[config.mk]
export PLATFORM = sky130hd
export DESIGN_NAME = core_fwd
export DESIGN_NICKNAME = d
export VERILOG_FILES = /design/src/verilog/core_ctrl_pkg.sv /design/src/verilog/core_fwd.sv
export SDC_FILE = /design/constraint.sdc
export NUM_CORES = 1
export LEC_CHECK = 0
export ABC_AREA = 1
export BUFFER_PORTS_ARGS = -buffer_cell sky130_fd_sc_hd__buf_4
export CAP_MARGIN = 20
export CORE_AREA = 3 3 40 42
export DETAILED_ROUTE_END_ITERATION = 12
export DIE_AREA = 0 0 43 45
export GPL_ROUTABILITY_DRIVEN = 0
export PLACE_DENSITY = 0.74
export SETUP_SLACK_MARGIN = 0.2
export SYNTH_ARGS = -nofsm -noshare
export SYNTH_HDL_FRONTEND = slang
export SYNTH_SLANG_ARGS = --single-unit
[constraint.sdc]
create_clock -name vclk -period 0.8
set_input_delay 0.16 -clock vclk [all_inputs]
set_output_delay 0.16 -clock vclk [all_outputs]
set_load 0.01 [all_outputs]
[src/verilog/core_ctrl_pkg.sv]
/*
 * Control-field encodings carried by a decoded instruction.
 * The bubble value of a memory access is MEM_NOT_REQ.
 */
`default_nettype none

package core_ctrl_pkg;

	// ALU operations. Shifts use the low five bits of operand B
	typedef enum logic [3:0] {
		ALU_ADD    = 4'd0,
		ALU_SUB    = 4'd1,
		ALU_AND    = 4'd2,
		ALU_OR     = 4'd3,
		ALU_XOR    = 4'd4,
		ALU_SLL    = 4'd5,
		ALU_SRL    = 4'd6,
		ALU_SRA    = 4'd7,
		ALU_SLT    = 4'd8,
		ALU_SLTU   = 4'd9,
		ALU_PASS_B = 4'd10
	} alu_op_t;

	// Branch conditions compare the two ALU inputs
	typedef enum logic [2:0] {
		BR_NONE = 3'd0,
		BR_EQ   = 3'd1,
		BR_NE   = 3'd2,
		BR_LT   = 3'd3,
		BR_GE   = 3'd4,
		BR_LTU  = 3'd5,
		BR_GEU  = 3'd6
	} brnch_cnd_t;

	typedef enum logic {
		MEM_REQ_NONE = 1'b0,
		MEM_REQ      = 1'b1
	} mem_req_t;

	typedef enum logic [1:0] {
		MEM_SIZE_B = 2'd0,
		MEM_SIZE_H = 2'd1,
		MEM_SIZE_W = 2'd2
	} mem_size_t;

	// Seven bit access descriptor, top three bits reserved
	typedef struct packed {
		logic [2:0] spare;
		mem_req_t   req;
		logic       write;
		mem_size_t  size;
	} mem_acc_t;

	localparam mem_acc_t MEM_NOT_REQ = '{
		spare: 3'b000,
		req:   MEM_REQ_NONE,
		write: 1'b0,
		size:  MEM_SIZE_W
	};

	// Load extension, bypass for every instruction that is not a load
	typedef enum logic [2:0] {
		WB_EXT_BP = 3'd0,
		WB_EXT_SB = 3'd1,
		WB_EXT_UB = 3'd2,
		WB_EXT_SH = 3'd3,
		WB_EXT_UH = 3'd4,
		WB_EXT_W  = 3'd5
	} wb_ext_t;

	typedef enum logic [1:0] {
		SRC_REG = 2'd0,
		SRC_MEM = 2'd1,
		SRC_WB  = 2'd2
	} src_sel_t;

endpackage

`default_nettype wire

[src/verilog/core_fwd.sv]
/*
 * Bypass selection for both execute operands.
 * A load result is not available from the memory stage in time.
 */
`timescale 1ns/1ps
`default_nettype none

module core_fwd (
	input  logic [4:0]              rs1,
	input  logic [4:0]              rs2,
	input  logic [4:0]              mem_rd,
	input  logic [4:0]              wb_rd,
	input  logic                    mem_we,
	input  logic                    wb_we,
	output core_ctrl_pkg::src_sel_t sel1,
	output core_ctrl_pkg::src_sel_t sel2
);

	// The younger result in memory wins over the one in writeback
	function automatic core_ctrl_pkg::src_sel_t pick_src(
		input logic [4:0] rs,
		input logic [4:0] m_rd,
		input logic       m_we,
		input logic [4:0] w_rd,
		input logic       w_we
	);
		core_ctrl_pkg::src_sel_t sel;
		if (rs == 5'd0)
			sel = core_ctrl_pkg::SRC_REG;
		else if (m_we && (m_rd == rs))
			sel = core_ctrl_pkg::SRC_MEM;
		else if (w_we && (w_rd == rs))
			sel = core_ctrl_pkg::SRC_WB;
		else
			sel = core_ctrl_pkg::SRC_REG;
		return sel;
	endfunction

	assign sel1 = pick_src(rs1, mem_rd, mem_we, wb_rd, wb_we);
	assign sel2 = pick_src(rs2, mem_rd, mem_we, wb_rd, wb_we);

endmodule

`default_nettype wire

; Word level (Yosys, flattened, before mapping)
; Cells that the tools add are included.
[classes]
eq_ne = 4
muxes = 6
reduce_logical = 6
[op_table]
columns = cell, count
row1 = 5-bit equality test, 4
row2 = 2-bit two-way mux, 6
row3 = 5-bit zero test, 2
row4 = 1-bit logical AND, 4
[totals]
out_inout_bits = 4
register_bits = 0
elab_cells = 16

; Longest topological paths before layout
[depth]
word_depth = 5
mapped_depth = 8

; Worst setup path before layout
; Ideal clock, no wire load.
[synth_path]
kind = input to output
startpoint = in wb_rd[2]
endpoint = out sel2[1]
arrival_ps = 651
cell_stages = 7
slack_ps = -11
path_cell_list = inv_1 nand2_1 nand2_1 nand2_2 nor2_2 nand2_1 nor2_1
[synth_via]
elab_chain_len = 5
[synth_lines]
columns = item, line
row1 = from (decl), core_fwd.sv:12  ; input logic [4:0] wb_rd,
row2 = 5-bit equality test, core_fwd.sv:32  ; else if (w_we && (w_rd == rs))
row3 = 1-bit logical AND, core_fwd.sv:32
row4 = 2-bit two-way mux, core_fwd.sv:32
row5 = 2-bit two-way mux, core_fwd.sv:30  ; else if (m_we && (m_rd == rs))
row6 = 2-bit two-way mux, core_fwd.sv:28  ; if (rs == 5'd0)
row7 = to (decl), core_fwd.sv:16  ; output core_ctrl_pkg::src_sel_t sel2
; Every way passes these cells.

; Worst setup path after layout
[layout_path]
startpoint = in mem_rd[3]
endpoint = out sel2[1]
[layout_via]
elab_chain_len = 4
[layout_lines]
columns = item, line
row1 = from (decl), core_fwd.sv:11  ; input logic [4:0] mem_rd,
row2 = 5-bit equality test, core_fwd.sv:30
row3 = 1-bit logical AND, core_fwd.sv:30
row4 = 2-bit two-way mux, core_fwd.sv:30
row5 = 2-bit two-way mux, core_fwd.sv:28
; Every way passes these cells.

==> implementation parameters <==
Parameter                              Value

Outcome
  Run status    complete, but fails checks
  Violated checks    setup timing

Final layout
  Fin util    64.5%
  Area of combinational cells with multiple inputs    around 420 sq um
  Fraction of final layout cells sized beyond drive strength 1    between 50 and 60%
  Syn-to-layout area delta    90.8%
  Count of fill cells added during filler insertion    around 120
  Final-layout clock buffer total    0
  Diodes inserted    0
  Net total in the final layout    between 150 and 200
  Final non-filler cell total    between 100 and 150
  Seq_cells    0
  Sequential cell area    0 sq um

Detailed routing
  Number of routed nets with antenna violations    0
  DRC violations left    0
  Vias post-DR    676
  Detailed-route wire length    between 1 and 1.5 mm
  Drt first pass iters    4
  Detailed-route wire length per cell    between 9 and 10 microns
  Violation count after the first detailed-route iteration    17
  Via-per-instance ratio    about 4.6

Timing
  Sum of negative setup slack    -0.797 ns
  Measured slew at the worst slew-check pin    around 0.17 ns
  Unrepaired setup endpoints after global routing    yes
  Post-route worst hold slack    about 0.76 ns
  Achievable frequency    between 900 and 1000 MHz
  Count of final max-slew check failures    0
  Hold violation total from the final report    0
  Final setup margin    -0.228 ns
  Final-report setup violation count    4
  Post-layout min period    approximately 1.0 ns
  Final worst-path cycle share    128%
  Worst slew margin    around nine tenths

Worst setup path
  Worst path top cell family by delay    simple AND/OR/NAND/NOR gates
  Startpoint kind of the worst setup timing path    primary input
  Startpoint-to-endpoint class of the critical path    primary input to output port
  Buffers plus inverters on the worst setup path    3
  Total stage count of the critical path    9
  Sort of element at the end of the critical path    output port
  Cell with the largest stage delay on the worst path    sky130_fd_sc_hd__nor2_2
  Cell repeated most along the worst path    sky130_fd_sc_hd__nor2_2
  Data arrival time of the critical path    0.87 ns
  Crit-path cells    buf_6, inv_4, nand2_1, nand2_1, nor2_2, nand2_2, nor2_2, nor2_2, buf_4
  Maximum fanout along the worst path    3
  Data required time at the worst endpoint    0.64 ns
  Biggest cell delay along the critical path    between 0.1 and 0.15 ns

Pwr
  Power density cells    about 480 nW/um^2
  Highest ir drop seen on vdd    between 200 and 300 uV
  Standby leakage power    ~0.46 nW

Yosys
  Synthesis warning total    0
  Cell with the most instances after synthesis    sky130_fd_sc_hd__nand2_1
  Synth area leaders    sky130_fd_sc_hd__nand2_1 (49%), sky130_fd_sc_hd__nor2_1 (12%), sky130_fd_sc_hd__inv_1 (10%)
  Library cell with the largest summed area after synthesis    sky130_fd_sc_hd__nand2_1
  Post-synthesis xor/xnor area fraction    0%
  Share of the yosys chip area belonging to registers    0%
  Number of unique standard cell types used by synthesis    10
  Number of nets produced by synthesis    129
  Arithmetic-cell share of the synthesized area counting full adders, half adders and majority gates    0%
  Synthesized-area fraction occupied by ao, oa, aoi and oai cells    approximately 2.3%
  Simple-gate portion of the synthesized area    approximately 78%
  Main combinational cell family by area after synthesis    simple AND/OR/NAND/NOR gates
  Post-Syn Area per Cell    about 4 sq um
  Area fraction of the dominant cell type after synthesis    around 50%
  Post-synthesis cell area    between 400 and 500 sq um
  Synth Instances    roughly 110
  Mux cell area share after synthesis    0%
  Top cells by count, synth    sky130_fd_sc_hd__nand2_1 (57), sky130_fd_sc_hd__nor2_1 (14), sky130_fd_sc_hd__inv_1 (12)

Min path
  End point of the worst hold path    sel2[1]
  Min-delay src    rs2[3]
  Type of the worst min-delay path    primary input to output port
  Hold Path Depth    7

Placed design
  Detail Placement HPWL    approximately 1.1 mm
  Setup WS pre-CTS    -0.270 ns
  Number of port buffers    26
  DP Cell Count    ~150

Floorplan
  Starting Density    about 34%
  Chip height    about 45 microns
  Chip Width    43 microns
  Area inside the core boundary    1280 sq um
  Die area    roughly 1900 sq um
  Row cnt    13
  I/O pin count    26

GRT
  Congestion Overflow GR    0
  Via count of the first global-routing pass    roughly 510
  Maximum number of pins on one net before global-route repair    5
  First-pass GRT wire length    about 1.9 mm
  Global-route total usage across every layer    a little under an eighth
  Initial antenna violation count    0

CTS
  Number of buffers added for setup after CTS    0

Flow run
  Max-capacitance violation count    0
-- what timing repair did --
action,4_1_cts,5_1_grt
endpoints found under the setup margin,4,4
resized for setup,12,49
endpoints found under the hold margin,0,0
pin swaps,12,23
hold buffers,0,0
-- layout make-up --
cell class         instances  area share, %
repair buffers            26           33.1
multi-input cells         84           51.2
inverters                 23           13.4
well taps                 15           2.27
-- placed cells by master, fill, tap and decap left out, drive strengths merged --
cell,count
nor2,16
nor3,2
inv,23
buf,26
nand4,2
nand3,4
a21oi,2
nand2,58
-- metrics by stage --
step,area (sq um),total power [mW]
after floorplan,439,0.149
after global placement,653,0.287
after detailed placement,653,0.290
after CTS,684,0.309
after global routing,828,0.433
final,828,0.397
-- tightest hold or removal path: cells and delay by family --
kind / cells / cell delay, ns
buffers and inverters: 2 / 0.21
AND/OR/NAND/NOR: 4 / 0.18
AO/OA/AOI/OAI: 1 / 0.05
-- worst max path at each step --
stage	startpoint	endpoint	slack [ns]
detailed placement	rs2[4]	sel2[1]	-0.27
floorplan	wb_rd[2]	sel2[1]	0.02
global route	wb_rd[1]	sel2[1]	-0.29
finish	mem_rd[3]	sel2[1]	-0.23
CTS	rs2[4]	sel2[1]	-0.25
global placement	rs2[3]	sel2[1]	-0.26
-- per-layer routing --
layer | global-route usage [%] | vias up | wire [microns] | part of all wire [%]
met5 | 0 | - | 0 | 0
met4 | 0 | 0 | 25 | 1.7
met3 | 0 | 2 | 92 | 6.2
met2 | 22.8 | 23 | 789 | 54
met1 | 15.5 | 284 | 565 | 38
li1 | - | 367 | - | -
-- power by group --
part	switching [mW]	leakage [nW]	total, mW	internal [mW]
Sequential	0	0	0	0
Combinational	0.201	0.464	0.397	0.196
Clock	0	0	0	0
-- logic make-up (layout without fill, tap and decap cells) --
group | after synthesis | in the layout
buf+inv | 23 | 49
simple gates | 82 | 82
compound gates | 2 | 2
Power figures use the tool's default switching activity.
